--- src/hdl/dma_reg_pkg.sv ---
/*
 * DMA register map
 * Bus widths, request table geometry and descriptor slot layout
 */
package dma_reg_pkg;

  // APB side
  localparam int ADDR_WIDTH = 13;
  localparam int DATA_WIDTH = 32;

  // Request table geometry
  localparam int TABLE_ENTRIES   = 4;
  localparam int TABLE_PTR_WIDTH = 2;

  // Byte offsets inside a 32-byte descriptor slot
  localparam logic [4:0] REG_SRC    = 5'h00;
  localparam logic [4:0] REG_DST    = 5'h04;
  localparam logic [4:0] REG_LEN    = 5'h08;
  localparam logic [4:0] REG_STATUS = 5'h14;

  // Field select comes from address bits 4 to 2
  localparam int FIELD_SEL_WIDTH = 3;

  // Set means the access targets local memory
  localparam int MEM_WINDOW_BIT = 12;
  // Word address bits decoded inside the memory window
  localparam int WIN_ADDR_WIDTH = 8;

endpackage

--- src/hdl/dma_mem_pkg.sv ---
/*
 * Local memory definitions
 * Word width, depth, transfer length and arbiter requester slots
 */
package dma_mem_pkg;

  // Memory geometry follows the window decoded on the bus
  localparam int MEM_DATA_WIDTH = dma_reg_pkg::DATA_WIDTH;
  localparam int MEM_ADDR_WIDTH = dma_reg_pkg::WIN_ADDR_WIDTH;
  localparam int MEM_DEPTH      = 1 << MEM_ADDR_WIDTH;

  // Up to MEM_DEPTH words per transfer
  localparam int LEN_WIDTH = MEM_ADDR_WIDTH + 1;

  // Requester slots at the arbiter
  localparam logic REQ_HOST   = 1'b0;
  localparam logic REQ_ENGINE = 1'b1;

endpackage

--- src/hdl/dma_request_table.sv ---
/*
 * DMA request table
 * Descriptor storage with per-entry valid and done flags
 */
`timescale 1ns/1ps

module dma_request_table
  import dma_reg_pkg::*;
  import dma_mem_pkg::*;
(
  input  logic                       clk,
  input  logic                       rst_n_i,
  // Host port
  input  logic [TABLE_PTR_WIDTH-1:0] pos_i,
  input  logic [FIELD_SEL_WIDTH-1:0] field_i,
  input  logic [DATA_WIDTH-1:0]      wdata_i,
  input  logic                       we_i,
  input  logic                       start_i,
  input  logic                       status_rd_i,
  output logic [DATA_WIDTH-1:0]      rdata_o,
  output logic                       done_o,
  // Engine port
  output logic [TABLE_ENTRIES-1:0]   valid_o,
  input  logic [TABLE_PTR_WIDTH-1:0] eng_pos_i,
  input  logic                       eng_clear_i,
  output logic [MEM_ADDR_WIDTH-1:0]  src_o,
  output logic [MEM_ADDR_WIDTH-1:0]  dst_o,
  output logic [LEN_WIDTH-1:0]       len_o
);

  logic [MEM_ADDR_WIDTH-1:0] src_q [TABLE_ENTRIES];
  logic [MEM_ADDR_WIDTH-1:0] dst_q [TABLE_ENTRIES];
  logic [LEN_WIDTH-1:0]      len_q [TABLE_ENTRIES];
  logic [TABLE_ENTRIES-1:0]  valid_q;
  logic [TABLE_ENTRIES-1:0]  done_q;

  // Descriptor fields, written by the host only
  always_ff @(posedge clk) begin
    if (we_i) begin
      case (field_i)
        REG_SRC[4:2]: src_q[pos_i] <= wdata_i[MEM_ADDR_WIDTH-1:0];
        REG_DST[4:2]: dst_q[pos_i] <= wdata_i[MEM_ADDR_WIDTH-1:0];
        REG_LEN[4:2]: len_q[pos_i] <= wdata_i[LEN_WIDTH-1:0];
        default: ;
      endcase
    end
  end

  // Valid and done per entry
  always_ff @(posedge clk) begin
    if (!rst_n_i) begin
      valid_q <= '0;
      done_q  <= '0;
    end else begin
      // Engine completion touches its own entry only
      if (eng_clear_i) begin
        valid_q[eng_pos_i] <= 1'b0;
        done_q[eng_pos_i]  <= 1'b1;
      end
      // A host start wins over a same-cycle completion
      if (start_i) begin
        valid_q[pos_i] <= 1'b1;
        done_q[pos_i]  <= 1'b0;
      end
    end
  end

  // Host readback
  always_comb begin
    case (field_i)
      REG_SRC[4:2]: rdata_o = DATA_WIDTH'(src_q[pos_i]);
      REG_DST[4:2]: rdata_o = DATA_WIDTH'(dst_q[pos_i]);
      REG_LEN[4:2]: rdata_o = DATA_WIDTH'(len_q[pos_i]);
      default:      rdata_o = '0;
    endcase
  end

  assign done_o = status_rd_i & done_q[pos_i];

  // Descriptor the engine points at
  assign valid_o = valid_q;
  assign src_o   = src_q[eng_pos_i];
  assign dst_o   = dst_q[eng_pos_i];
  assign len_o   = len_q[eng_pos_i];

endmodule

--- config.mk ---
export PLATFORM = sky130hd
export DESIGN_NAME = dma_request_table
export DESIGN_NICKNAME = d
export VERILOG_FILES = /design/src/hdl/dma_reg_pkg.sv /design/src/hdl/dma_mem_pkg.sv /design/src/hdl/dma_request_table.sv
export SDC_FILE = /design/constraint.sdc
export NUM_CORES = 1
export LEC_CHECK = 0
export ABC_AREA = 1
export BUFFER_PORTS_ARGS = -buffer_cell sky130_fd_sc_hd__buf_2
export CORE_AREA = 2 2 119 121
export DETAILED_ROUTE_END_ITERATION = 16
export DIE_AREA = 0 0 121 123
export REMOVE_ABC_BUFFERS = 1
export SKIP_CTS_REPAIR_TIMING = 1
export SYNTH_ARGS = -nofsm -noshare
export SYNTH_HDL_FRONTEND = slang
export SYNTH_SLANG_ARGS = --single-unit
--- constraint.sdc ---
create_clock -name clk -period 4.3 [get_ports clk]
set_clock_uncertainty 0.1 [all_clocks]
set_input_delay 0.86 -clock clk [delete_from_list [all_inputs] [get_ports clk]]
set_output_delay 0.86 -clock clk [all_outputs]
set_load 0.01 [all_outputs]
==> results by group <==
Synthesis
  – Synth Warn #: 0
  – Top-count cell post-synth: nand2_1
  – Largest cells by area after synthesis: edfxtp_1 (57%), nand2_1 (22%), buf_4 (4.3%)
  – Synth area leader: edfxtp_1
  – Post-Syn Instances: 580
  – Yosys reg bits: 108
  – Synth cell types: 24
  – Avg Cell Area, Syn: 9.121 um2
  – Seq/Total Area, Yosys: 59.79%
  – Commonest cells in the netlist: nand2_1 (312), edfxtp_1 (100), nand3_1 (34)
  – Synth Flop Type: edfxtp_1
  – Async SR Flop Fraction: 0%
  – Post-synth EDFFs: 100
  – Post-synth top area share: 56.76%
  – Cell Area, Synth: 5290 um2

Timing
  – Worst slew margin: 37.16%
  – Tmin final: 3588 ps
  – Slew Limit Fails: 0
  – Slack of the critical path: 712.3 ps
  – Fmax: 0.2787 GHz
  – Finish-stage setup viols: 0
  – TNS Setup: 0 ps
  – Final Cycle Share: 83.43%
  – RSZ-0062 raised after global routing: false
  – Worst slew pin tran: 939.1 ps
  – Final Hold Fails: 0

Clocking
  – Max Root-Sink Buffers: 2
  – Total CTS buffers: 9
  – Clock sinks: 108
  – Clk root buf: clkbuf_16
  – Clock-pin slew on the worst setup and hold paths: 70 ps
  – Max H-tree Level: 3
  – CTS tree: done
  – Worst skew pair latency: 340 ps

Critical path
  – CP Class: input pin to output pin
  – CP dominant cell by count: nand2_1
  – Crit end category: output pin
  – WP data arrival: 2630 ps
  – Startpoint Class: input pin
  – Crit path max fanout: 50
  – Slowest CP cell: buf_2
  – Worst EP required: 3340 ps
  – CP cell instances: buf_2, inv_4, nand2_1, nand2_1, nand2_1, nand2_1, nand2_1, nand3_1, buf_2
  – Worst path max stage delay: 570 ps

Floorplanning
  – Initial Util: 38.86%
  – Die area: 14,880 um2
  – Core Rows: 43
  – Core region area: 13,610 um2
  – Top Ports: 107
  – Die X: 121 um
  – Chip height: 123 um

Routing
  – Routed vias/inst: 5.019
  – Drt initial violations: 318
  – WL/cell: 16.93 um
  – Final antenna-violating net count: 0
  – Total Routed Length: 13,900 um
  – DRC Markers: 0
  – Drt pass-1 iters: 5
  – DR vias: 4,121

Final layout
  – Sequential cell area: 3163 um2
  – Nets: 681
  – Ratio of cells with drive above 1 in the final layout: 14.20%
  – Area grow syn2layout: 12.09%
  – Non-filler instance count after layout: 821
  – Diode count: 0
  – Area taken by multi-input logic gates: 1832 um2
  – Post-route cell area: 5929 um2
  – Fillers: 1,302

Pwr
  – Static Leak: 2.539 nW
  – Clock power share: 36.5%
  – P_sw: 516.3 uW
  – Logic pwr share: 10.4%
  – VDD IR max: 0.0002155 V
  – Net Sw Frac: 23.49%
  – Internal power: 1.681 mW
  – Pwr dens: 370.6 nW/um2
  – Sequential fraction of design power: 53.1%

Place
  – Final GP Congestion: 0.8032
  – Count of input and output buffers: 60
  – DP Worst Slack: 768.2 ps
  – Placed cell areas: 5650 um2
  – DP Wirelength: 8594 um
  – Placed insts: 805

Global routing
  – Largest net degree at the start of global routing: 51
  – Initial antenna violation count: 0
  – Vias in the first global route: 3,907
  – Grt ovf: 0
  – Total track usage: 19.24%
  – Global-route wire length before repair: 21,430 um

Run status
  – Status: completed

Hold path
  – Hold crit path type: flop to flop

Flow run
  – Max Cap Violations: 0
## registers in the layout (all words and copies together), names as in the netlist
register  cells
valid_o       4
done_q        4
src_q        32
len_q        36
dst_q        32
## power groups by stage
stage / Sequential, mW / Combinational [mW] / Clock, mW
finish: 1.17 / 0.229 / 0.801
global route: 1.17 / 0.256 / 0.848
CTS: 1.17 / 0.229 / 0.810
detailed placement: 1.19 / 0.229 / 0
global placement: 1.19 / 0.225 / 0
floorplan: 1.19 / 0.118 / 0
## final timing paths
kind / slack (ps) / startpoint / cells past startpoint / end
worst max-delay path: 710 / pos_i[0] / 9 / rdata_o[3]
worst max register to register: 3560 / valid_o[3] / 2 / valid_o[3]
worst min register to register: 360 / valid_o[2] / 2 / valid_o[2]
worst min-delay path: 360 / valid_o[2] / 2 / valid_o[2]
## final cells by class
cell class                      count  area share, %
Timing Repair Buffer               70          6.330
Sequential cell                   108          53.34
Clock buffer                       14          4.115
Multi-Input combinational cell    433          30.89
Inverter                           14         0.9285
Clock inverter                      2         0.5908
Tap cell                          180          3.798
## critical path, delay by kind of cell
family        cells  cell delay [ps]
buf+inv           3             1160
simple gates      6              570
## cells in the final DEF (no fill, tap or decap)
cell type / instances
nand2_1: 312
a22oi_1: 25
buf_2: 60
clkinv_1: 2
nand3_1: 34
nor2_1: 19
o22ai_1: 1
and2_1: 1
clkinv_2: 1
clkbuf_16: 9
nor2_2: 3
inv_2: 2
nor3_4: 2
o21ai_1: 1
inv_4: 1
dfxtp_1: 8
clkbuf_1: 5
bufinv_16: 1
nand4_1: 1
inv_1: 9
edfxtp_1: 100
nor3_1: 1
nor2_4: 2
buf_4: 10
a21oi_1: 7
conb_1: 23
a211oi_1: 1
## metal layers
metal / vias up / GRT usage [%] / part of all wire, %
li1: 1984 / - / -
met1: 1956 / 25.91 / 44
met2: 159 / 31.85 / 48
met3: 22 / 2.952 / 6.1
met4: 0 / 6.613 / 2.2
met5: - / 0 / 0
## cells by family after synthesis
group	Yosys count	share of synthesized area [%]
other	1	0.07089
AND/OR/NAND/NOR	375	28.43
buffers and inverters	61	7.143
flip-flops	108	59.79
AO/OA/AOI/OAI	35	4.565
## per-stage QoR
stage | hold WS [ps] | power [mW] | utilization, %
finish | 362.9 | 2.197 | 43.56
global route | 380.0 | 2.273 | 43.56
CTS | 363.0 | 2.207 | 43.56
detailed placement | 352.5 | 1.420 | 41.51
global placement | 345.9 | 1.415 | 41.51
floorplan | 326.8 | 1.309 | -
No activity file was read; power rests on OpenSTA's default activity.
