`config.mk`:
```
export PLATFORM = sky130hd
export DESIGN_NAME = dma_mem_arbiter
export DESIGN_NICKNAME = d
export VERILOG_FILES = /design/src/hdl/dma_reg_pkg.sv /design/src/hdl/dma_mem_pkg.sv /design/src/hdl/dma_mem_arbiter.sv
export SDC_FILE = /design/constraint.sdc
export NUM_CORES = 1
export LEC_CHECK = 0
export BUFFER_PORTS_ARGS = -buffer_cell sky130_fd_sc_hd__buf_2
export CELL_PAD_IN_SITES_DETAIL_PLACEMENT = 2
export CELL_PAD_IN_SITES_GLOBAL_PLACEMENT = 2
export CORE_MARGIN = 2
export CORE_UTILIZATION = 10
export DETAILED_ROUTE_END_ITERATION = 10
export PLACE_DENSITY = 0.95
export REMOVE_ABC_BUFFERS = 1
export SYNTH_ARGS = -nofsm -noshare
export SYNTH_HDL_FRONTEND = slang
export SYNTH_SLANG_ARGS = --single-unit
```
`constraint.sdc`:
```
create_clock -name clk -period 1.2 [get_ports clk]
set_input_delay 0.12 -clock clk [delete_from_list [all_inputs] [get_ports clk]]
set_output_delay 0.12 -clock clk [all_outputs]
set_load 0.1 [all_outputs]
```
`src/hdl/dma_reg_pkg.sv`:
```
/*
 * DMA register map
 * Bus widths, request table geometry and descriptor slot layout
 */
package dma_reg_pkg;

  // APB side
  localparam int ADDR_WIDTH = 13;
  localparam int DATA_WIDTH = 32;

  // Request table geometry
  localparam int TABLE_ENTRIES   = 4;
  localparam int TABLE_PTR_WIDTH = 2;

  // Byte offsets inside a 32-byte descriptor slot
  localparam logic [4:0] REG_SRC    = 5'h00;
  localparam logic [4:0] REG_DST    = 5'h04;
  localparam logic [4:0] REG_LEN    = 5'h08;
  localparam logic [4:0] REG_STATUS = 5'h14;

  // Field select comes from address bits 4 to 2
  localparam int FIELD_SEL_WIDTH = 3;

  // Set means the access targets local memory
  localparam int MEM_WINDOW_BIT = 12;
  // Word address bits decoded inside the memory window
  localparam int WIN_ADDR_WIDTH = 8;

endpackage

```
`src/hdl/dma_mem_pkg.sv`:
```
/*
 * Local memory definitions
 * Word width, depth, transfer length and arbiter requester slots
 */
package dma_mem_pkg;

  // Memory geometry follows the window decoded on the bus
  localparam int MEM_DATA_WIDTH = dma_reg_pkg::DATA_WIDTH;
  localparam int MEM_ADDR_WIDTH = dma_reg_pkg::WIN_ADDR_WIDTH;
  localparam int MEM_DEPTH      = 1 << MEM_ADDR_WIDTH;

  // Up to MEM_DEPTH words per transfer
  localparam int LEN_WIDTH = MEM_ADDR_WIDTH + 1;

  // Requester slots at the arbiter
  localparam logic REQ_HOST   = 1'b0;
  localparam logic REQ_ENGINE = 1'b1;

endpackage

```
`src/hdl/dma_mem_arbiter.sv`:
```
/*
 * Memory port arbiter
 * Round-robin between host window and copy engine
 */
`timescale 1ns/1ps

module dma_mem_arbiter
  import dma_mem_pkg::*;
(
  input  logic                      clk,
  input  logic                      rst_n_i,
  // Host window
  input  logic                      host_req_i,
  input  logic                      host_we_i,
  input  logic [MEM_ADDR_WIDTH-1:0] host_addr_i,
  input  logic [MEM_DATA_WIDTH-1:0] host_wdata_i,
  // Copy engine
  input  logic                      eng_req_i,
  input  logic                      eng_we_i,
  input  logic [MEM_ADDR_WIDTH-1:0] eng_addr_i,
  input  logic [MEM_DATA_WIDTH-1:0] eng_wdata_i,
  output logic                      host_gnt_o,
  output logic                      eng_gnt_o,
  // Memory port
  output logic                      mem_en_o,
  output logic                      mem_we_o,
  output logic [MEM_ADDR_WIDTH-1:0] mem_addr_o,
  output logic [MEM_DATA_WIDTH-1:0] mem_wdata_o
);

  logic       last_q;
  logic [1:0] req;
  logic [1:0] gnt;

  assign req[REQ_HOST]   = host_req_i;
  assign req[REQ_ENGINE] = eng_req_i;

  // On a tie the side not served last time wins
  always_comb begin
    gnt = '0;
    if (req[REQ_HOST] && req[REQ_ENGINE]) begin
      gnt[~last_q] = 1'b1;
    end else begin
      gnt = req;
    end
  end

  assign host_gnt_o = gnt[REQ_HOST];
  assign eng_gnt_o  = gnt[REQ_ENGINE];

  always_ff @(posedge clk) begin
    if (!rst_n_i) begin
      last_q <= REQ_ENGINE;
    end else if (|gnt) begin
      last_q <= gnt[REQ_ENGINE] ? REQ_ENGINE : REQ_HOST;
    end
  end

  // Winner drives the port
  assign mem_en_o    = |gnt;
  assign mem_we_o    = eng_gnt_o ? eng_we_i    : host_we_i;
  assign mem_addr_o  = eng_gnt_o ? eng_addr_i  : host_addr_i;
  assign mem_wdata_o = eng_gnt_o ? eng_wdata_i : host_wdata_i;

endmodule

```
==> results of run 1 <==
repair_timing:
action / in CTS / in global routing
cloned: 0 / 0
resized for setup: 22 / 3
endpoints found under the setup margin: 41 / 41
hold buffers: 0 / 0
critical path, stage by stage (launching register included):
cell      delay [ps]
dfxtp_2          310
a21boi_4         190
buf_12           200
mux2_2           390
buf_12           170
per-stage QoR:
stage	total power, uW	TNS (ps)	instances
finish	1980	-7370	254
global route	2040	-8600	254
CTS	1990	-7710	254
detailed placement	1940	-8370	254
global placement	1910	-7380	254
floorplan	1170	-52570	49
cell type report:
| class | count | area, um2 | area share (%) |
|---|---|---|---|
| repair buffers | 133 | 1350 | 65.6 |
| flip-flops and latches | 1 | 21.3 | 1.04 |
| well taps | 72 | 90.1 | 4.39 |
| inverters | 1 | 3.75 | 0.183 |
| multi-input cells | 47 | 592 | 28.8 |
placed cells by master (no fill, tap or decap):
cell      count
buf_4         2
nor2_1        1
buf_12       45
a21boi_0      1
a21boi_4      1
mux2_2       19
and2_1        1
mux2_4       22
dfxtp_2       1
inv_1         1
or2_2         1
buf_2        86
o21ai_0       1
cell families (layout without fill, tap and decap cells):
group	Yosys count	in the layout	share of synthesized area, %
flops	1	1	3.46
buf+inv	5	134	8.44
mux	41	41	79.9
simple gates	3	3	2.81
compound gates	3	3	5.41
report_power, final:
part	total, uW	switching [uW]	internal [uW]	leakage (uW)
Clock	0	0	0	0
Sequential	39.6	2.56	37.0	0.00000807
Combinational	1940	1190	753	0.00103
final timing paths:
| path | slack [ps] | to | start |
|---|---|---|---|
| max | -200 | mem_addr_o[7] | last_q |
| min | 320 | last_q | rst_n_i |
| max reg2reg | 370 | last_q | last_q |
| min reg2reg | 680 | last_q | last_q |
layer usage:
metal	up-vias	wire length (um)	GRT usage (%)
met1	462	1090	10.3
li1	457	-	-
met4	0	34	0.847
met3	2	278	1.58
met2	55	2490	27.2
met5	-	0	0
==> run metrics, run 1 <==
outcome finished with violations; failing checks setup timing; clock slew at reported path FFs 0 ps; clk_skew 0 ps; sequential share of the synthesized area 3.46%; crit path time final 1400 ps; Post-CTS Setup Bufs 0; core area 0.00554 mm2; later-pin clock latency in the skew report 0 ps; vias in the first global route 1161; initial antenna violation count 0; PortBufs 129; Final period util 117%; Setup Crit Path Kind reg -> out; Antenna Nets Post-Route 0; CP required 1080 ps; HPWL Detailed 3540 um; Ys Warns 0; initial DRC count 3; EDFF count, synth 0; main area contributors after synthesis mux2_2, buf_6, mux2_1; overall global routing resource usage 11.7%; ys flop type dfxtp_1; maximum vdd drop 374 uV; number of synthesized register bits 1; relative slew slack 67.2%; Worst EP arrival 1280 ps; power density over cell area 966 mW/mm2; Max-Cap Viols 0; Slew @ Worst Pin 496 ps; Biggest register last_q; fin area 0.00205 mm2; Synth Area per Inst 10.9 um2; hold_ws 320 ps; Post-Syn Area 578 um2; DR vias/cell 3.84; Hold Vio Cnt, Final 0; DR WL/cell 15.4 um; gr ovfl total 0; Synth cell types 11; Area growth syn-to-layout 255%; NumNets Final 270; Post-route DRC 0; first-pass GRT wire length 5830 um; max FFs per register 1; vias 976; Leak Pwr 0.00104 uW; ANT cells 0; Die Width 80.0 um; RSZ-0062 raised after global routing yes; Initial Utilization 10.4%; dominant cell by count in the synthesized netlist mux2_2; dpl ws -228 ps; Hold Crit Depth 2; share of cells above drive strength 1 97.3%; Slew Viols, Final 0; full die area 0.00640 mm2; Critical Path Sink Type primary output; fin util 37.1%; asr flop ratio synth 0%; most frequent cells after synthesis mux2_2, buf_6, mux2_1; placed cell area 0.00197 mm2; first-pass iteration count of the detailed router 2; worst-path maximum fanout 21; Cells after Synth 53; critical path launch point type flip-flop; Largest regs last_q (1); largest net degree at the start of global routing 22; Yosys top cell by area mux2_2; Hold WC Path Type in -> reg; Die Height 80.0 um; io pins 130; reg2reg path depth 3; drt total wl 3900 um; FILL cells 595; Synth top area share 76.0%; fin worst setup slack -202 ps; global placement routability congestion 0.671; Max Freq 0.713 GHz; Placement Rows 27; Setup violations, final 41
Note: power is estimated with default switching activity, not from simulation.
==> inputs of run 2 (changes only) <==
--- a/config.mk
+++ b/config.mk
@@ -5,9 +5,10 @@
 export SDC_FILE = /design/constraint.sdc
 export NUM_CORES = 1
 export LEC_CHECK = 0
-export BUFFER_PORTS_ARGS = -buffer_cell sky130_fd_sc_hd__buf_2
+export BUFFER_PORTS_ARGS = -buffer_cell sky130_fd_sc_hd__clkbuf_2
 export CELL_PAD_IN_SITES_DETAIL_PLACEMENT = 2
 export CELL_PAD_IN_SITES_GLOBAL_PLACEMENT = 2
+export CORE_ASPECT_RATIO = 1.75
 export CORE_MARGIN = 2
 export CORE_UTILIZATION = 10
 export DETAILED_ROUTE_END_ITERATION = 10
==> run 2 against run 1 <==
Net effect:
- highest routed layer unchanged
- the flow still finishes with violations (setup timing)
- die area is 0.38% higher
- via count is 1.2% higher
- largest power group unchanged
- critical path depth stayed put
- critical endpoint is now mem_addr_o[2]
- largest cell class unchanged
==> run metrics, run 2 (synthesis results as in run 1) <==
outcome finished with violations; failing checks setup timing; Hold Vio Cnt, Final 0 (unchanged); max FFs per register 1 (unchanged); full die area 0.00643 mm2 (+0.38%); share of cells above drive strength 1 97.3% (unchanged); Area growth syn-to-layout 250%; vias 988 (+1.2%); later-pin clock latency in the skew report 0 ps (unchanged); core area 0.00559 mm2 (+0.81%); HPWL Detailed 3750 um (+6.1%); crit path launch last_q; Die Width 61.5 um (-23%); largest net degree at the start of global routing 22 (unchanged); Die Height 105 um (+31%); final setup TNS -7960 ps (-588 ps); critical-path cell list a21boi_4, buf_12, mux2_2, buf_12; Worst path max stage delay 380 ps (about the same); Placement Rows 36 (+33%); Setup violations, final 41 (unchanged); FILL cells 631 (+6.1%); placed cell area 0.00199 mm2 (+1.0%); global placement routability congestion 0.670 (-0.10%); switch share 60.7% (+0.53 points); Slew @ Worst Pin 361 ps (-135 ps); Setup Crit Path Kind reg -> out; Antenna Nets Post-Route 0 (unchanged); maximum vdd drop 342 uV (-8.4%); GRT busiest layer met2; initial DRC count 15 (+12); FF-to-FF Start last_q; Seq. cell area 21.3 um2 (unchanged); Post-CTS Hold Buffers 0 (unchanged); ANT cells 0 (unchanged); Worst EP arrival 1290 ps (about the same); Int Pwr 772 uW (-2.3%); Leak Pwr 0.00102 uW (-2.4%); CP required 1080 ps (about the same); Max Freq 0.707 GHz (-0.86%); drt total wl 4000 um (+2.6%); Pwr Total 1960 uW (-1.0%); sequential share of power 2.1% (about the same); NumNets Final 270 (unchanged); CTS-repair resized insts 10 (-55%); fin area 0.00202 mm2 (-1.4%); commonest non-fill, non-tap cell in the layout clkbuf_2; overall global routing resource usage 12.1% (+0.45 points); fin worst setup slack -214 ps (-12.2 ps); power density over cell area 970 mW/mm2 (+0.40%); PortBufs 129 (unchanged); grt met1 use 8.46% (-1.9 points); DR vias/cell 3.83 (-0.34%); met3 usage 1.49% (-0.099 points); Max-Cap Viols 0 (unchanged); Largest regs last_q (1); GRT met2 Usage 29.1% (+1.9 points); CP max stage cell mux2_2; first-pass GRT wire length 5820 um (-0.12%); Slew Viols, Final 0 (unchanged); Worst path most repeated cell buf_12; Initial Utilization 10.3% (-0.084 points); first-pass iteration count of the detailed router 2 (unchanged); Hold WC Path Type in -> reg; Critical Path Sink Type primary output; worst-path maximum fanout 21 (unchanged); area of the multi-input gates 543 um2 (-8.2%); critical path launch point type flip-flop; crit path time final 1410 ps (+12.2 ps); Post-route DRC 0 (unchanged); RSZ-0062 raised after global routing yes; Clock power frac 0% (unchanged); io pins 130 (unchanged); vias in the first global route 1232 (+6.1%); Post-CTS Setup Bufs 0 (unchanged); fin util 36.2% (-0.81 points); Final period util 118% (+1.0 points); combinational share of power 97.9% (about the same); clock slew at reported path FFs 0 ps (unchanged); Biggest register last_q; gr ovfl total 0 (unchanged); clk_skew 0 ps (unchanged); initial antenna violation count 0 (unchanged); DR WL/cell 15.5 um (+1.0%); worst hold path startpoint rst_n_i; relative slew slack 75.7% (+8.6 points); most frequent cells in the layout clkbuf_2, buf_12, mux2_2; Net Switching 1190 uW (-0.13%)
-- run 2: changes by cell type in the layout (fill, tap and decap cells not counted) --
cell / change
buf_2: -86
clkbuf_2: +85
mux2_2: +13
mux2_4: -13
buf_12: +1
-- run 2: layer usage --
metal / share of wire [%] / wire (um)
met3: 8.3 / 333
met1: 23 / 926
met5: 0 / 0
met2: 68 / 2710
met4: 0.68 / 27
-- run 2: cell type report --
cell class	count	share of cell area (%)
inverter	1	0.185
tap	76	4.70
timing repair buffer	133	67.2
multi-input combinational	47	26.8
sequential	1	1.05
-- run 2: power by group through the flow --
stage	combinational [uW]	sequential, uW	clock (uW)
6_report	1920	40.5	0
5_1_grt	1980	40.9	0
4_1_cts	1930	40.6	0
3_5_place_dp	1910	40.4	0
3_3_place_gp	1870	39.6	0
2_1_floorplan	1130	39.3	0
-- run 2: critical path: cells and delay by family, from the launching register on --
kind / cells / cell delay (ps)
buffers and inverters: 2 / 380
muxes: 1 / 380
DFF: 1 / 320
AOI/OAI and AO/OA: 1 / 200
-- run 2: final timing paths --
check	to	slack [ps]	cells past startpoint
setup reg to reg	last_q	490	2
hold reg to reg	last_q	560	2
hold / removal	last_q	310	2
setup / recovery	mem_addr_o[2]	-210	4
-- run 2: through the flow --
stage | setup WS, ps | cells | hold slack [ps]
after floorplan | -1510 | 49 | 196
after global placement | -209 | 258 | 295
after detailed placement | -261 | 258 | 294
after CTS | -224 | 258 | 294
after global routing | -257 | 258 | 344
final | -214 | 258 | 306
