<file path="src/hdl/dma_reg_pkg.sv">
/*
 * DMA register map
 * Bus widths, request table geometry and descriptor slot layout
 */
package dma_reg_pkg;

  // APB side
  localparam int ADDR_WIDTH = 13;
  localparam int DATA_WIDTH = 32;

  // Request table geometry
  localparam int TABLE_ENTRIES   = 4;
  localparam int TABLE_PTR_WIDTH = 2;

  // Byte offsets inside a 32-byte descriptor slot
  localparam logic [4:0] REG_SRC    = 5'h00;
  localparam logic [4:0] REG_DST    = 5'h04;
  localparam logic [4:0] REG_LEN    = 5'h08;
  localparam logic [4:0] REG_STATUS = 5'h14;

  // Field select comes from address bits 4 to 2
  localparam int FIELD_SEL_WIDTH = 3;

  // Set means the access targets local memory
  localparam int MEM_WINDOW_BIT = 12;
  // Word address bits decoded inside the memory window
  localparam int WIN_ADDR_WIDTH = 8;

endpackage

</file>
<file path="src/hdl/dma_apb_if.sv">
/*
 * APB slave of the DMA tile
 * Decodes descriptor registers, the status register and the memory window
 */
`timescale 1ns/1ps

module dma_apb_if
  import dma_reg_pkg::*;
(
  input  logic                       clk,
  input  logic                       rst_n_i,
  // APB slave
  input  logic [ADDR_WIDTH-1:0]      paddr_i,
  input  logic                       psel_i,
  input  logic                       penable_i,
  input  logic                       pwrite_i,
  input  logic [DATA_WIDTH-1:0]      pwdata_i,
  output logic [DATA_WIDTH-1:0]      prdata_o,
  output logic                       pready_o,
  // Request table access
  output logic [TABLE_PTR_WIDTH-1:0] tbl_pos_o,
  output logic [FIELD_SEL_WIDTH-1:0] tbl_field_o,
  output logic [DATA_WIDTH-1:0]      tbl_wdata_o,
  output logic                       tbl_we_o,
  output logic                       tbl_start_o,
  output logic                       tbl_status_rd_o,
  input  logic                       tbl_done_i,
  input  logic [DATA_WIDTH-1:0]      tbl_rdata_i,
  // Host side of the memory arbiter
  output logic                       hmem_req_o,
  output logic                       hmem_we_o,
  output logic [WIN_ADDR_WIDTH-1:0]  hmem_addr_o,
  output logic [DATA_WIDTH-1:0]      hmem_wdata_o,
  input  logic                       hmem_gnt_i,
  input  logic [DATA_WIDTH-1:0]      mem_rdata_i
);

  logic access;
  logic win;
  logic is_status;
  logic hmem_req_q;
  logic rd_pend_q;

  //////////////////////////////
  // Address decode
  //////////////////////////////

  assign access    = psel_i & penable_i;
  assign win       = paddr_i[MEM_WINDOW_BIT];
  assign is_status = (paddr_i[4:0] == REG_STATUS);

  // Slot index sits above the 32-byte slot offset
  assign tbl_pos_o   = paddr_i[TABLE_PTR_WIDTH+4:5];
  assign tbl_field_o = paddr_i[FIELD_SEL_WIDTH+1:2];
  assign tbl_wdata_o = pwdata_i;

  // Table strobes only in the access phase
  assign tbl_we_o        = access & ~win & pwrite_i & ~is_status;
  assign tbl_start_o     = access & ~win & pwrite_i & is_status;
  assign tbl_status_rd_o = access & ~win & ~pwrite_i & is_status;

  //////////////////////////////
  // Memory window
  //////////////////////////////

  // Address and data stay stable for the whole transfer
  assign hmem_we_o    = pwrite_i;
  assign hmem_addr_o  = paddr_i[WIN_ADDR_WIDTH+1:2];
  assign hmem_wdata_o = pwdata_i;
  assign hmem_req_o   = hmem_req_q;

  always_ff @(posedge clk) begin
    if (!rst_n_i) begin
      hmem_req_q <= 1'b0;
      rd_pend_q  <= 1'b0;
    end else begin
      // Raise in setup phase, hold until granted
      if (hmem_gnt_i) begin
        hmem_req_q <= 1'b0;
      end else if (psel_i && !penable_i && win) begin
        hmem_req_q <= 1'b1;
      end
      // Read data lands one cycle after the grant
      if (hmem_gnt_i && !pwrite_i) begin
        rd_pend_q <= 1'b1;
      end else if (rd_pend_q) begin
        rd_pend_q <= 1'b0;
      end
    end
  end

  //////////////////////////////
  // Response
  //////////////////////////////

  // Registers never wait; window waits for grant or data
  assign pready_o = access & (~win | (pwrite_i & hmem_gnt_i) | (~pwrite_i & rd_pend_q));

  always_comb begin
    if (win) begin
      prdata_o = mem_rdata_i;
    end else if (is_status) begin
      prdata_o = {{(DATA_WIDTH-1){1'b0}}, tbl_done_i};
    end else begin
      prdata_o = tbl_rdata_i;
    end
  end

endmodule

</file>
<file path="config.mk">
export PLATFORM = sky130hd
export DESIGN_NAME = dma_apb_if
export DESIGN_NICKNAME = d
export VERILOG_FILES = /design/src/hdl/dma_reg_pkg.sv /design/src/hdl/dma_apb_if.sv
export SDC_FILE = /design/constraint.sdc
export NUM_CORES = 1
export LEC_CHECK = 0
export BUFFER_PORTS_ARGS = -buffer_cell sky130_fd_sc_hd__buf_2
export CORE_AREA = 2 2 90 92
export CTS_BUF_LIST = sky130_fd_sc_hd__clkbuf_8 sky130_fd_sc_hd__clkbuf_16
export CTS_CLUSTER_SIZE = 16
export DETAILED_ROUTE_END_ITERATION = 10
export DIE_AREA = 0 0 92 94
export PLACE_DENSITY_LB_ADDON = 0.2
export SYNTH_ARGS = -nofsm -noshare
export SYNTH_HDL_FRONTEND = slang
export SYNTH_SLANG_ARGS = --single-unit
</file>
<file path="constraint.sdc">
create_clock -name clk -period 1.1 [get_ports clk]
set_clock_uncertainty 0.15 [all_clocks]
set_input_delay 0.055 -clock clk [delete_from_list [all_inputs] [get_ports clk]]
set_output_delay 0.055 -clock clk [all_outputs]
set_load 0.1 [all_outputs]
</file>
==> impl_metrics.csv, run 1 <==
group,metric,value,unit
floorplanning,die-area,8648,sq um
critical_path,path_class,"in -> out",
critical_path,crit_path_top_delay_cell,"a22o_4",
final_layout,drive_gt1_share,95.32,%
critical_path,required,0.89,ns
detailed_routing,firstDrtPassIters,3,
floorplanning,num_io_pins,231,
detailed_routing,dr.first_iter.drc_count,4,
sta,hold_slack,-0.03986,ns
job,maxCapViolations,0,
critical_path,cp.arrival,1.17,ns
place,gp_congestion,0.6514,
grt,antenna_found_initial,0,
synthesis,synth_ff_type,"dfxtp_1",
critical_path,worst_setup_path_start_kind,"input port",
detailed_routing,vias,1302,
final_layout,antenna_cells,0,
grt,grt_overflow,0,
detailed_routing,drt-total-wl,4857,microns
floorplanning,fp.dieH,94,microns
synthesis,netlist_instances,138,
synthesis,async_reset_ff_share,0,%
hold_path,min_from,"paddr_i[8]",
cts,root_buffer,"clkbuf_8",
critical_path,crit-reg2reg-launch,"hmem_req_o",
cts,numClockSinks,2,
detailed_routing,drc,0,
floorplanning,fp.dieW,92,microns
pwr,ir_worst_vdd,0.5913,mV
sta,drv_slew,0,
critical_path,crit_path_end_kind,"primary output",
synthesis,syn_nets,254,
synthesis,ys_seq_area_share,3.661,%
sta,setup_viol,36,
synthesis,ys_warn_count,0,
critical_path,regToRegSetupSlack,0.29,ns
pwr,power.total,3.610,mW
sta,finalCriticalPeriod,1.371,ns
final_layout,area_growth,195.5,%
pwr,p_leak,1.533,nW
sta,hold_violations,3,
floorplanning,fp-row-count,32,
pwr,power.density,1117,nW/um^2
final_layout,design_area,3232,sq um
detailed_routing,drt-wirelength-per-cell,14.41,microns
sta,fin_crit_sh,124.6,%
synthesis,ys_types,24,
place,io_buffers,120,
critical_path,rr_worst_depth,2,
cts,h-tree-depth,1,
critical_path,r2r_end,"hmem_req_o",
synthesis,syn_area,1094,sq um
critical_path,cpPeakStageDelay,0.24,ns
synthesis,synth_edf_count,0,
cts,clk_latency,0.21,ns
detailed_routing,avgViaCountPerCell,3.864,
grt,grt_first_pass_wirelength,7203,microns
floorplanning,start_util,14.38,%
final_layout,fin_nets,352,
critical_path,path_common_cell,"buf_12",
sta,tightest_slew,0.2647,ns
synthesis,ys_ff_latch,2,
sta,max_freq,0.7293,GHz
synthesis,syn_area_per_cell,7.924,sq um
cts,hold_buffers,36,
final_layout,utilization,42.48,%
sta,slew_headroom,82.22,%
sta,setup_ws,-0.2711,ns
cts,cts_made_buffers,3,
place,dp_hpwl,3606,microns
grt,grt_max_degree,21,
hold_path,holdPathStages,0,
hold_path,worstHoldEndpoint,"hmem_addr_o[6]",
grt,grtUsageTotal,10.34,%
critical_path,cp_max_fo,20,
detailed_routing,postRouteAntennaNets,0,
floorplanning,core,7607,sq um
cts,cts_tree,"yes",
outcome,status,"complete, but fails checks",
sta,rsz0062_at_grt,"yes",
outcome,violations,"negative hold slack, negative setup slack",
hold_path,worstHoldPathType,"in -> out",
grt,grt_pass1_vias,1460,
critical_path,cp_cell_sequence,"buf_6, nor3b_4, buf_4, a21oi_4, buf_12, a22o_4, buf_12",
cts,clockBufferDepth,2,
place,post_dp_cell_area,2311,sq um
## Yosys cell counts (2+ instances only)
| cell type | instances | area share, % |
|---|---|---|
| a22o_1 | 30 | 24 |
| buf_6 | 3 | 3.1 |
| buf_2 | 3 | 1.4 |
| inv_1 | 2 | 0.69 |
| nand2_1 | 3 | 1.0 |
| buf_4 | 78 | 54 |
| dfxtp_1 | 2 | 3.7 |
## power breakdown
group	total, mW	switching (mW)	leakage [nW]	internal [mW]
Sequential	0.0763	0.00229	0.0175	0.0740
Clock	0.298	0.0617	0.0269	0.236
Combinational	3.24	2.17	1.49	1.06
Total	3.61	2.24	1.53	1.37
## area by class of cell
type / count / area, sq um
Clock buffer: 3 / 41.29
Clock inverter: 1 / 3.754
Fill cell: 717 / 4375
Multi-Input combinational cell: 49 / 779.5
Timing Repair Buffer: 178 / 2227
Inverter: 2 / 7.507
Tap cell: 102 / 127.6
Sequential cell: 2 / 45.04
## per-stage QoR
stage / instances / worst slack [ns] / TNS [ns]
final: 337 / -0.2711 / -8.490
after CTS: 337 / -0.2688 / -8.681
after global placement: 293 / -0.2991 / -9.512
after detailed placement: 293 / -0.2959 / -9.500
after floorplan: 138 / -0.6952 / -6.215
after global routing: 337 / -0.3171 / -10.19
## critical path, delay by kind of cell
family / cells / cell delay [ns]
buf+inv: 4 / 0.57
compound gates: 2 / 0.30
simple gates: 1 / 0.22
## worst max path at each step
stage	from	to	slack (ns)	cells past startpoint
6_report	paddr_i[0]	prdata_o[30]	-0.27	7
5_1_grt	paddr_i[0]	prdata_o[28]	-0.32	7
4_1_cts	paddr_i[1]	prdata_o[12]	-0.27	7
3_5_place_dp	paddr_i[2]	prdata_o[12]	-0.30	6
3_3_place_gp	paddr_i[2]	prdata_o[12]	-0.30	6
2_1_floorplan	paddr_i[3]	tbl_we_o	-0.70	2
## logic make-up (layout without fill, tap and decap cells)
family,Yosys count,count (layout),share of synthesized area (%)
compound gates,38,38,30.44
buf+inv,87,184,59.04
flops,2,2,3.661
mux,1,1,0.9154
simple gates,10,10,5.949
## routing by layer
| metal | vias to the layer above | part of all wire [%] | global-route usage [%] |
|---|---|---|---|
| li1 | 602 | - | - |
| met1 | 581 | 30 | 9.990 |
| met2 | 119 | 59 | 21.32 |
| met3 | 0 | 11 | 4.013 |
| met4 | 0 | 0 | 0.7463 |
| met5 | - | 0 | 0 |
## flip-flops by register name, indices dropped and copies added (netlist names)
| signal | count |
|---|---|
| hmem_req_o | 1 |
| rd_pend_q | 1 |
## timing repair
| action | CTS | global route |
|---|---|---|
| endpoints found under the hold margin | 73 | 3 |
| resized for setup | 20 | 6 |
| pin swaps | 4 | 4 |
| endpoints found under the setup margin | 36 | 36 |
| buffers inserted | 4 | 0 |
## cell usage in the layout, fill, tap and decap left out, types with 2 or more instances in the layout
cell type      netlist  final
a21oi_4              1      2
a22o_4               0     31
buf_12               0     82
buf_2                3     71
buf_4               78     14
buf_6                3      8
clkbuf_8             0      3
dlygate4sd3_1        0      2
inv_1                2      3
nand2_1              3      2
No activity file was read; power rests on OpenSTA's default activity.
==> inputs of run 2 (changes only) <==
--- a/config.mk
+++ b/config.mk
@@ -6,11 +6,11 @@
 export NUM_CORES = 1
 export LEC_CHECK = 0
 export BUFFER_PORTS_ARGS = -buffer_cell sky130_fd_sc_hd__buf_2
-export CORE_AREA = 2 2 90 92
+export CORE_AREA = 2 2 91 93
 export CTS_BUF_LIST = sky130_fd_sc_hd__clkbuf_8 sky130_fd_sc_hd__clkbuf_16
 export CTS_CLUSTER_SIZE = 16
 export DETAILED_ROUTE_END_ITERATION = 10
-export DIE_AREA = 0 0 92 94
+export DIE_AREA = 0 0 93 95
 export PLACE_DENSITY_LB_ADDON = 0.2
 export SYNTH_ARGS = -nofsm -noshare
 export SYNTH_HDL_FRONTEND = slang
==> constraint.sdc (replaced) <==
create_clock -name clk -period 1.8 [get_ports clk]
set_clock_uncertainty 0.15 [all_clocks]
set_input_delay 0.09 -clock clk [delete_from_list [all_inputs] [get_ports clk]]
set_output_delay 0.09 -clock clk [all_outputs]
set_load 0.1 [all_outputs]
==> run 2 against run 1 <==
Net effect:
- the run now ends clean
- first-iteration DRC count grew 100%
- critical path type unchanged
- critical endpoint is now tbl_status_rd_o
- cell count is 14% lower
- via count fell by 18%
- global-route usage shrank 2.2 points
- sequential power shrank 39%
- routed wire length fell by 19%
==> impl_metrics.csv, run 2 (synthesis results as in run 1) <==
group,metric,value,unit
grt,grt_pass1_vias,1058,
cts,root_buffer,"clkbuf_8",
sta,tightest_slew,0.5260,ns
sta,hold_slack,0.03006,ns
detailed_routing,avgViaCountPerCell,3.682,
place,io_buffers,120,
floorplanning,die-area,8835,sq um
cts,h-tree-depth,1,
detailed_routing,dr.first_iter.drc_count,8,
final_layout,mostFrequentLayoutCells,"buf_2, buf_12, a22o_1",
cts,cts_tree,"yes",
final_layout,nFillCells,888,
pwr,ir_worst_vdd,0.1638,mV
critical_path,regToRegSetupSlack,0.99,ns
place,post_dp_cell_area,1777,sq um
cts,clockBufferDepth,2,
sta,setup_viol,0,
critical_path,cp_num_buf_inv,3,
final_layout,final_common_cell,"buf_2",
critical_path,crit_path_end_kind,"primary output",
detailed_routing,drt-total-wl,3943,microns
critical_path,cp_max_fo,4,
detailed_routing,drt-wirelength-per-cell,13.64,microns
critical_path,cp_top_family,"simple AND/OR/NAND/NOR gates",
final_layout,utilization,23.52,%
final_layout,fin_nets,302,
place,dp_hpwl,3024,microns
place,gp_congestion,0.6539,
grt,grt_first_pass_wirelength,5589,microns
cts,cts_made_buffers,3,
hold_path,worstHoldPathType,"in -> out",
sta,max_freq,0.5938,GHz
floorplanning,num_io_pins,231,
outcome,status,"completed",
critical_path,required,1.56,ns
critical_path,worst_setup_path_start_kind,"input port",
grt,grt_max_degree,39,
floorplanning,core,7928,sq um
final_layout,drive_gt1_share,74.46,%
critical_path,crit_path_top_delay_cell,"nor3b_4",
sta,fin_crit_sh,93.56,%
floorplanning,start_util,13.79,%
grt,grtUsageTotal,8.098,%
cts,numClockSinks,2,
detailed_routing,postRouteAntennaNets,0,
floorplanning,fp.dieH,95,microns
floorplanning,fp.dieW,93,microns
final_layout,area_growth,70.48,%
sta,hold_violations,0,
place,dp_cells,282,
grt,grt_overflow,0,
critical_path,cp_cell_sequence,"buf_2, nor3b_4, buf_4, nand2_1, nor4_4, buf_12",
critical_path,path_class,"in -> out",
sta,rsz0062_at_grt,"no",
final_layout,design_area,1864,sq um
sta,finalCriticalPeriod,1.684,ns
job,maxCapViolations,0,
sta,slew_headroom,64.85,%
pwr,power.total,1.232,mW
pwr,p_leak,0.9207,nW
cts,clk_latency,0.21,ns
final_layout,fin_cells,289,
detailed_routing,firstDrtPassIters,2,
pwr,power.density,660.7,nW/um^2
final_layout,antenna_cells,0,
critical_path,cpPeakStageDelay,0.37,ns
floorplanning,fp-row-count,33,
sta,drv_slew,0,
critical_path,cp.arrival,1.44,ns
detailed_routing,vias,1064,
detailed_routing,drc,0,
grt,antenna_found_initial,0,
[run 2: path summary, 6_finish.rpt]
check          startpoint               end  cells past startpoint
max reg2reg    hmem_req_o        hmem_req_o                      2
min reg2reg    hmem_req_o        hmem_req_o                      2
min          pwdata_i[20]  hmem_wdata_o[20]                      0
max            paddr_i[1]   tbl_status_rd_o                      6
[run 2: what timing repair did]
item,in CTS,in global routing
hold buffers,3,0
resized for setup,1,0
setup buffers,0,0
hold endpoints to repair,2,0
endpoints found under the setup margin,31,0
[run 2: power by group]
part / internal [mW] / switching (mW)
sequential: 0.0461 / 0.000466
combinational: 0.348 / 0.660
clock: 0.141 / 0.0357
[run 2: through the flow]
step	setup slack [ns]	TNS (ns)
2_1_floorplan	-0.1317	-0.1317
3_3_place_gp	-0.1079	-3.170
3_5_place_dp	-0.08122	-2.233
4_1_cts	0.08931	0
5_1_grt	0.05043	0
6_report	0.1160	0
[run 2: worst register-to-register path: stages (launching register included)]
cell,delay [ns]
dfxtp_1,0.33
a31oi_1,0.05
nor3b_1,0.20
[run 2: layer usage]
layer | GRT usage, % | vias up | share of wire, %
met3 | 2.634 | 27 | 12
met1 | 8.397 | 457 | 33
li1 | - | 503 | -
met2 | 14.19 | 77 | 51
met5 | 0 | - | 0
met4 | 5.025 | 0 | 3.4
[run 2: layout make-up]
class | count | area, sq um | area share, %
Timing Repair Buffer | 127 | 1171 | 62.82
Multi-Input combinational cell | 50 | 473.0 | 25.37
Tap cell | 105 | 131.4 | 7.047
Clock buffer | 3 | 41.29 | 2.215
Sequential cell | 2 | 40.04 | 2.148
Inverter | 2 | 7.507 | 0.4027
