$ cat src/hdl/dma_reg_pkg.sv
/*
 * DMA register map
 * Bus widths, request table geometry and descriptor slot layout
 */
package dma_reg_pkg;

  // APB side
  localparam int ADDR_WIDTH = 13;
  localparam int DATA_WIDTH = 32;

  // Request table geometry
  localparam int TABLE_ENTRIES   = 4;
  localparam int TABLE_PTR_WIDTH = 2;

  // Byte offsets inside a 32-byte descriptor slot
  localparam logic [4:0] REG_SRC    = 5'h00;
  localparam logic [4:0] REG_DST    = 5'h04;
  localparam logic [4:0] REG_LEN    = 5'h08;
  localparam logic [4:0] REG_STATUS = 5'h14;

  // Field select comes from address bits 4 to 2
  localparam int FIELD_SEL_WIDTH = 3;

  // Set means the access targets local memory
  localparam int MEM_WINDOW_BIT = 12;
  // Word address bits decoded inside the memory window
  localparam int WIN_ADDR_WIDTH = 8;

endpackage

$ cat src/hdl/dma_mem_pkg.sv
/*
 * Local memory definitions
 * Word width, depth, transfer length and arbiter requester slots
 */
package dma_mem_pkg;

  // Memory geometry follows the window decoded on the bus
  localparam int MEM_DATA_WIDTH = dma_reg_pkg::DATA_WIDTH;
  localparam int MEM_ADDR_WIDTH = dma_reg_pkg::WIN_ADDR_WIDTH;
  localparam int MEM_DEPTH      = 1 << MEM_ADDR_WIDTH;

  // Up to MEM_DEPTH words per transfer
  localparam int LEN_WIDTH = MEM_ADDR_WIDTH + 1;

  // Requester slots at the arbiter
  localparam logic REQ_HOST   = 1'b0;
  localparam logic REQ_ENGINE = 1'b1;

endpackage

$ cat src/hdl/dma_copy_engine.sv
/*
 * DMA copy engine
 * Takes valid entries lowest first and copies words one at a time
 */
`timescale 1ns/1ps

module dma_copy_engine
  import dma_reg_pkg::*;
  import dma_mem_pkg::*;
(
  input  logic                       clk,
  input  logic                       rst_n_i,
  // Request table
  input  logic [TABLE_ENTRIES-1:0]   valid_i,
  input  logic [MEM_ADDR_WIDTH-1:0]  src_i,
  input  logic [MEM_ADDR_WIDTH-1:0]  dst_i,
  input  logic [LEN_WIDTH-1:0]       len_i,
  output logic [TABLE_PTR_WIDTH-1:0] pos_o,
  output logic                       clear_o,
  // Arbiter port
  output logic                       mem_req_o,
  output logic                       mem_we_o,
  output logic [MEM_ADDR_WIDTH-1:0]  mem_addr_o,
  output logic [MEM_DATA_WIDTH-1:0]  mem_wdata_o,
  input  logic                       mem_gnt_i,
  input  logic [MEM_DATA_WIDTH-1:0]  mem_rdata_i
);

  typedef enum logic [2:0] {
    S_IDLE,
    S_READ,
    S_CAPTURE,
    S_WRITE,
    S_FINISH
  } state_t;

  state_t                     state_q;
  logic [TABLE_PTR_WIDTH-1:0] pos_q;
  logic [TABLE_PTR_WIDTH-1:0] next_pos;
  logic [LEN_WIDTH-1:0]       cnt_q;
  logic [MEM_DATA_WIDTH-1:0]  data_q;
  logic                       last;

  // Lowest set valid bit
  always_comb begin
    next_pos = '0;
    for (int i = TABLE_ENTRIES - 1; i >= 0; i--) begin
      if (valid_i[i]) begin
        next_pos = TABLE_PTR_WIDTH'(i);
      end
    end
  end

  // All words moved, also true at once for length 0
  assign last = (cnt_q == len_i);

  //////////////////////////////
  // State machine
  //////////////////////////////

  always_ff @(posedge clk) begin
    if (!rst_n_i) begin
      state_q <= S_IDLE;
      pos_q   <= '0;
      cnt_q   <= '0;
    end else begin
      case (state_q)
        S_IDLE: begin
          if (|valid_i) begin
            pos_q   <= next_pos;
            cnt_q   <= '0;
            state_q <= S_READ;
          end
        end
        S_READ: begin
          if (last) begin
            state_q <= S_FINISH;
          end else if (mem_gnt_i) begin
            state_q <= S_CAPTURE;
          end
        end
        // Memory data valid one cycle after the grant
        S_CAPTURE: state_q <= S_WRITE;
        S_WRITE: begin
          if (mem_gnt_i) begin
            cnt_q   <= cnt_q + 1'b1;
            state_q <= S_READ;
          end
        end
        S_FINISH: state_q <= S_IDLE;
        default:  state_q <= S_IDLE;
      endcase
    end
  end

  // Captured word, no reset needed
  always_ff @(posedge clk) begin
    if (state_q == S_CAPTURE) begin
      data_q <= mem_rdata_i;
    end
  end

  //////////////////////////////
  // Outputs
  //////////////////////////////

  assign pos_o   = pos_q;
  assign clear_o = (state_q == S_FINISH);

  assign mem_req_o   = ((state_q == S_READ) & ~last) | (state_q == S_WRITE);
  assign mem_we_o    = (state_q == S_WRITE);
  assign mem_addr_o  = mem_we_o ? dst_i + cnt_q[MEM_ADDR_WIDTH-1:0]
                                : src_i + cnt_q[MEM_ADDR_WIDTH-1:0];
  assign mem_wdata_o = data_q;

endmodule

$ cat config.mk
export PLATFORM = sky130hd
export DESIGN_NAME = dma_copy_engine
export DESIGN_NICKNAME = d
export VERILOG_FILES = /design/src/hdl/dma_reg_pkg.sv /design/src/hdl/dma_mem_pkg.sv /design/src/hdl/dma_copy_engine.sv
export SDC_FILE = /design/constraint.sdc
export NUM_CORES = 1
export LEC_CHECK = 0
export ABC_CLOCK_PERIOD_IN_PS = 9500
export BUFFER_PORTS_ARGS = -buffer_cell sky130_fd_sc_hd__buf_4
export CAP_MARGIN = 15
export CORE_MARGIN = 2
export CORE_UTILIZATION = 45
export CTS_BUF_LIST = sky130_fd_sc_hd__clkbuf_8 sky130_fd_sc_hd__clkbuf_16
export CTS_CLUSTER_DIAMETER = 60
export DETAILED_ROUTE_END_ITERATION = 10
export PLACE_DENSITY = 0.84
export SYNTH_ARGS = -nofsm -noshare
export SYNTH_HDL_FRONTEND = slang
export SYNTH_SLANG_ARGS = --single-unit
$ cat constraint.sdc
create_clock -name clk -period 9.5 [get_ports clk]
set_input_delay 1.425 -clock clk [delete_from_list [all_inputs] [get_ports clk]]
set_output_delay 1.425 -clock clk [all_outputs]
set_load 0.01 [all_outputs]
==> summary.txt, run 1 <==
Run status
  – Status: finished clean

Timing
  – Max-Slew Margin vs Limit: 0.620
  – Tmin final: 4.58 ns
  – Final setup vio count: 0
  – Worst Clk Skew: 0.00482 ns
  – Fmax: 0.218 GHz
  – Final Hold Fails: 0
  – Setup TNS: 0 ns
  – Slew Viols, Final: 0
  – Worst setup margin: 4.92 ns
  – Slew @ Worst Pin: 0.570 ns
  – RSZ-0062 raised after global routing: no
  – Final Cycle Share: 0.482

Yosys
  – Most used DFF post-synth: edfxtp_1
  – Post-synthesis instance total: 195
  – Synth top area share: 0.431
  – Synth cell types: 41
  – Fraction of registers with async set/reset: 0
  – Synth area leaders: edfxtp_1 (43%), dfxtp_1 (13%), ha_1 (5.6%)
  – Post-synth top area cell: edfxtp_1
  – Synth Register Bits: 46
  – Syn nets: 270
  – Seq/Total Area, Yosys: 0.557
  – Avg Cell Area, Syn: 11.4 um^2
  – Ys Warns: 0
  – EDFF count, synth: 32
  – Synth Cell Area: 0.00223 mm^2

Clocking
  – Root Driver: clkbuf_8
  – Clock Sinks: 46
  – Inserted Clock Buffers: 5
  – CTS clk-pin slew, worst paths: 0.09 ns
  – Clock H-tree levels: 2
  – Post-cts resize count: 0
  – Post-cts hold buffer count: 0
  – Worst skew pair latency: 0.29 ns
  – CTS tree: done
  – Clk buf depth: 2
  – # Post-CTS Setup Buffers: 0

Detailed routing
  – Drt pass-1 iters: 4
  – Routed via count: 1869
  – Routed vias/inst: 4.98
  – DR iter-0 viols: 137
  – DRC Markers: 0
  – Final wirelength: 5230 um
  – DR WL/cell: 13.9 um
  – DRT antenna net count: 0

Floorplan
  – IO Pins: 109
  – Site row count: 25
  – Area of the core: 0.00475 mm^2
  – Die Area: 0.00553 mm^2
  – Die Y: 74.4 um
  – Die width: 74.4 um
  – Initial Util: 0.469

GRT
  – Pin count of the biggest net entering global routing: 33
  – GRT Total Usage: 0.191
  – Global-route wire length before repair: 7910 um
  – Vias in the first global route: 1737
  – Initial antenna violation count: 0
  – Grt ovf: 0

Place
  – Gpl congestion: 0.803
  – Pre-CTS setup slack: 4.90 ns
  – Dpl hpwl: 4160 um
  – Input/output buffers: 108
  – Area post-placement: 0.00310 mm^2
  – Cells after DPL: 367

Layout
  – Synth-to-Final Area Change: 44.2%
  – Layout cells sized above 1: 0.412
  – Post-layout util: 0.676
  – Ant diodes: 0
  – Design area: 0.00321 mm^2
  – Final layout net count: 382
  – Cell Count, Final, Fillers Out: 375

Setup path
  – Worst endpoint data arrival time: 3.16 ns
  – Crit Path Max Fanout: 2
  – Crit end category: primary output
  – Kind of critical path: input pin to primary output
  – R2R Setup Slk: 7.37 ns
  – Required @ worst endpoint: 8.08 ns
  – Startpoint types: input pin

Power and ir drop
  – Power Density: 140 mW/mm^2
  – Static Leakage: 1.40 nW
  – Peak supply drop: 0.0555 mV

Run
  – Max-cap violations: 0

Worst hold path
  – Worst Hold Class: flop to flop
-- worst max-delay path, cell delays in order --
cell	delay, ns
buf_4	0.11
nand2_1	0.05
nand2_1	0.06
ha_1	0.18
inv_1	0.07
fa_1	0.20
nand3b_1	0.14
a21boi_0	0.10
or4b_2	0.61
nand3_1	0.10
buf_4	0.12
-- synthesized netlist by cell type (3+ instances only) --
cell	number
nand3_1	7
or4_1	5
xnor2_1	4
nor2b_1	3
a21oi_1	15
xor2_1	11
o31ai_1	5
nor3_1	5
o21ai_0	7
inv_1	9
nand2_1	32
ha_1	10
dfxtp_1	14
nand2b_1	3
edfxtp_1	32
mux2i_1	4
-- stage by stage --
stage	hold slack, ns	power, mW
floorplan	0.464	0.272
global placement	0.431	0.310
detailed placement	0.440	0.312
CTS	0.453	0.455
global route	0.474	0.471
finish	0.444	0.450
-- final timing paths --
kind / to / from / cells after the start
hold / removal: pos_o[1]$_SDFFE_PN0P_ / pos_o[1]$_SDFFE_PN0P_ / 2
setup reg to reg: cnt_q[7]$_SDFFE_PN0P_ / state_q[1]$_SDFFE_PN0P_ / 5
hold reg to reg: pos_o[1]$_SDFFE_PN0P_ / pos_o[1]$_SDFFE_PN0P_ / 2
setup / recovery: mem_addr_o[6] / src_i[0] / 11
-- cells by family after synthesis --
logic type	count (synthesis)	share of synthesized area
mux	4	0.0180
buf+inv	15	0.0342
fa+ha+maj	11	0.0651
simple gates	68	0.161
flops	46	0.557
compound gates	36	0.106
xor+xnor	15	0.0590
-- area by class of cell --
cell class	instances	area, um^2
fillers	379	1540
inverters	11	41.3
flip-flops and latches	46	1240
repair buffers	109	818
multi-input cells	134	916
well taps	67	83.8
clock buffers	5	68.8
clock inverters	3	43.8
-- layout by cell type, fill, tap and decap left out, types with 5 or more instances in the layout --
master,n
xor2_1,11
nand2_1,32
buf_4,109
nand3_1,7
dfxtp_1,14
o31ai_1,5
nor3_1,5
a21oi_1,15
edfxtp_1,32
inv_1,9
or4_1,5
clkbuf_8,5
ha_1,10
o21ai_0,7
-- layer usage --
| metal | part of all wire | wire, um | global-route usage | up-vias |
|---|---|---|---|---|
| li1 | - | - | - | 929 |
| met1 | 0.43 | 2240 | 0.231 | 844 |
| met2 | 0.46 | 2400 | 0.321 | 88 |
| met3 | 0.097 | 505 | 0.0569 | 6 |
| met4 | 0.015 | 78 | 0.0774 | 2 |
| met5 | 0.0011 | 6 | 0 | - |
-- where the power goes --
part	internal, mW	leakage [nW]	total (mW)	switching (mW)
Sequential	0.224	0.405	0.229	0.00512
Clock	0.0788	0.0585	0.143	0.0641
Combinational	0.0423	0.940	0.0780	0.0358
Total	0.345	1.40	0.450	0.105
-- sequential cells by signal, summed over array words and instances (netlist names) --
signal / count
state_q: 3
pos_o: 2
mem_wdata_o: 32
cnt_q: 9
(Power assumes the default switching activity.)
==> run 2, diff against run 1 <==
--- a/config.mk
+++ b/config.mk
@@ -5,15 +5,16 @@
 export SDC_FILE = /design/constraint.sdc
 export NUM_CORES = 1
 export LEC_CHECK = 0
-export ABC_CLOCK_PERIOD_IN_PS = 9500
+export ABC_AREA = 1
+export ABC_CLOCK_PERIOD_IN_PS = 4010
 export BUFFER_PORTS_ARGS = -buffer_cell sky130_fd_sc_hd__buf_4
 export CAP_MARGIN = 15
 export CORE_MARGIN = 2
-export CORE_UTILIZATION = 45
+export CORE_UTILIZATION = 42
 export CTS_BUF_LIST = sky130_fd_sc_hd__clkbuf_8 sky130_fd_sc_hd__clkbuf_16
 export CTS_CLUSTER_DIAMETER = 60
 export DETAILED_ROUTE_END_ITERATION = 10
-export PLACE_DENSITY = 0.84
+export PLACE_DENSITY = 0.82
 export SYNTH_ARGS = -nofsm -noshare
 export SYNTH_HDL_FRONTEND = slang
 export SYNTH_SLANG_ARGS = --single-unit
==> constraint.sdc (replaced) <==
create_clock -name clk -period 4.01 [get_ports clk]
set_input_delay 0.6015 -clock clk [delete_from_list [all_inputs] [get_ports clk]]
set_output_delay 0.6015 -clock clk [all_outputs]
set_load 0.01 [all_outputs]
==> summary.txt, run 2 <==
Yosys
  – Ys Warns: 0
  – Post-synthesis instance total: 236
  – Fraction of registers with async set/reset: 0
  – Synth cell types: 30
  – EDFF count, synth: 32
  – Most frequent cells after synthesis: nand2_1 (48), edfxtp_1 (32), inv_1 (27)
  – Post-synth top area cell: edfxtp_1
  – Synth top area share: 0.417
  – Synth area leaders: edfxtp_1 (42%), dfxtp_1 (12%), nand2_1 (7.8%)
  – Most used DFF post-synth: edfxtp_1
  – Count leader, synth: nand2_1
  – Synth Register Bits: 46
  – Avg Cell Area, Syn: 9.77 um^2
  – Synth Cell Area: 0.00230 mm^2
  – Seq/Total Area, Yosys: 0.539
  – Syn nets: 311

Run
  – Max-cap violations: 0

Layout
  – Final layout net count: 424
  – Layout cells sized above 1: 0.386
  – Reg area: 0.00124 mm^2
  – Multi-input gate area: 926 um^2
  – Most frequent cells in the layout: buf_4 (109), nand2_1 (48), edfxtp_1 (32)
  – Ant diodes: 0
  – Synth-to-Final Area Change: 42.3%
  – Fillers: 453
  – Commonest non-fill, non-tap cell in the layout: buf_4
  – Max reg flops: 32

Timing
  – Max-Slew Margin vs Limit: 0.729
  – Final Hold Fails: 0
  – RSZ-0062 raised after global routing: no
  – Slew @ Worst Pin: 0.403 ns
  – Tmin final: 3.60 ns
  – Final setup vio count: 0
  – Fmax: 0.278 GHz
  – Setup TNS: 0 ns
  – Slew Viols, Final: 0
  – Worst Clk Skew: 0.00726 ns
  – Final Cycle Share: 0.898

Setup path
  – CP peak stage delay: 0.41 ns
  – Crit Path Max Fanout: 14
  – Crit end category: primary output
  – Startpoint types: flop
  – Slowest cell on crit path: fa_1
  – Required @ worst endpoint: 3.41 ns
  – R2R Setup Slk: 2.21 ns
  – Kind of critical path: flop to primary output
  – Worst endpoint data arrival time: 3.00 ns
  – Crit-path cells: inv_1, nand3_2, inv_2, nand2_1, nand2_1, ha_1, inv_1, fa_1, o21ai_0, a21oi_1, nor2_1, nor2_1, xnor2_1, buf_4

Worst hold path
  – Worst Hold Class: input pin to flop

Floorplan
  – IO Pins: 109
  – Area of the core: 0.00520 mm^2
  – Initial Util: 0.443
  – Die width: 78.1 um
  – Die Y: 78.1 um
  – Die Area: 0.00610 mm^2
  – Site row count: 26

Clocking
  – CTS clk-pin slew, worst paths: 0.09 ns
  – CTS tree: done
  – Post-cts hold buffer count: 0
  – Post-cts resize count: 0
  – Clk buf depth: 2
  – # Post-CTS Setup Buffers: 0
  – Worst skew pair latency: 0.29 ns
  – Inserted Clock Buffers: 5
  – Clock H-tree levels: 2
  – Root Driver: clkbuf_8
  – Clock Sinks: 46

Detailed routing
  – DRC Markers: 0
  – Routed via count: 2044
  – DR WL/cell: 13.2 um
  – Routed vias/inst: 4.87
  – DRT antenna net count: 0
  – DR iter-0 viols: 67
  – Drt pass-1 iters: 4
  – Final wirelength: 5560 um

Power and ir drop
  – Static Leakage: 1.49 nW
  – Power Density: 451 mW/mm^2
  – Peak supply drop: 0.185 mV
  – Total Power: 1.48 mW

GRT
  – GRT Total Usage: 0.179
  – Pin count of the biggest net entering global routing: 35
  – Initial antenna violation count: 0
  – Global-route wire length before repair: 8600 um
  – Grt ovf: 0
  – Vias in the first global route: 1874

Place
  – Dpl hpwl: 4540 um
  – Input/output buffers: 108
  – Gpl congestion: 0.858

Run status
  – Status: finished clean
## run 2: worst max-delay path: cells and delay by family, from the launching register on
kind	cells	cell delay, ns
buffers and inverters	4	0.63
flip-flops	1	0.34
XOR/XNOR	1	0.14
AO/OA/AOI/OAI	2	0.42
adder cells (fa/ha/maj)	2	0.57
AND/OR/NAND/NOR	5	0.61
## run 2: final cells by class
| cell class | count | area share |
|---|---|---|
| clock buffer | 5 | 0.0210 |
| tap | 70 | 0.0267 |
| timing repair buffer | 109 | 0.250 |
| multi-input combinational | 156 | 0.282 |
| clock inverter | 3 | 0.00649 |
| inverter | 31 | 0.0355 |
| sequential | 46 | 0.378 |
## run 2: logic make-up after synthesis
kind of cell | Yosys count | share of synthesized area
fa+ha+maj | 11 | 0.0630
buf+inv | 34 | 0.0619
xor+xnor | 15 | 0.0570
flops | 46 | 0.539
simple gates | 107 | 0.223
compound gates | 23 | 0.0565
## run 2: report_power, final
part / switching (mW) / internal (mW) / total, mW
combinational: 0.314 / 0.249 / 0.563
sequential: 0.0393 / 0.604 / 0.643
clock: 0.152 / 0.122 / 0.274
total: 0.505 / 0.975 / 1.48
## run 2: metal layers
metal,wire [um],GRT usage
met1,2330,0.223
met4,27,0.0421
met5,0,0
met3,499,0.0379
met2,2700,0.317
## run 2: worst paths after layout
path | cells past startpoint | start | to
hold / removal | 1 | mem_rdata_i[12] | mem_wdata_o[12]$_DFFE_PP_
setup reg to reg | 8 | state_q[2]$_SDFFE_PN0P_ | cnt_q[8]$_SDFFE_PN0P_
setup / recovery | 14 | state_q[2]$_SDFFE_PN0P_ | mem_addr_o[6]
hold reg to reg | 2 | pos_o[1]$_SDFFE_PN0P_ | pos_o[1]$_SDFFE_PN0P_
## run 2: metrics by stage
stage / utilization / hold WS [ns] / instance area (um^2) / setup slack [ns] / std cells
3_3_place_gp: 0.613 / 0.481 / 3190 / 0.872 / 412
4_1_cts: 0.630 / 0.478 / 3280 / 0.375 / 420
5_1_grt: 0.630 / 0.466 / 3280 / 0.0941 / 420
6_report: 0.630 / 0.484 / 3280 / 0.408 / 420
3_5_place_dp: 0.613 / 0.485 / 3190 / 0.731 / 412
2_1_floorplan: - / 0.487 / 2300 / 0.821 / 236
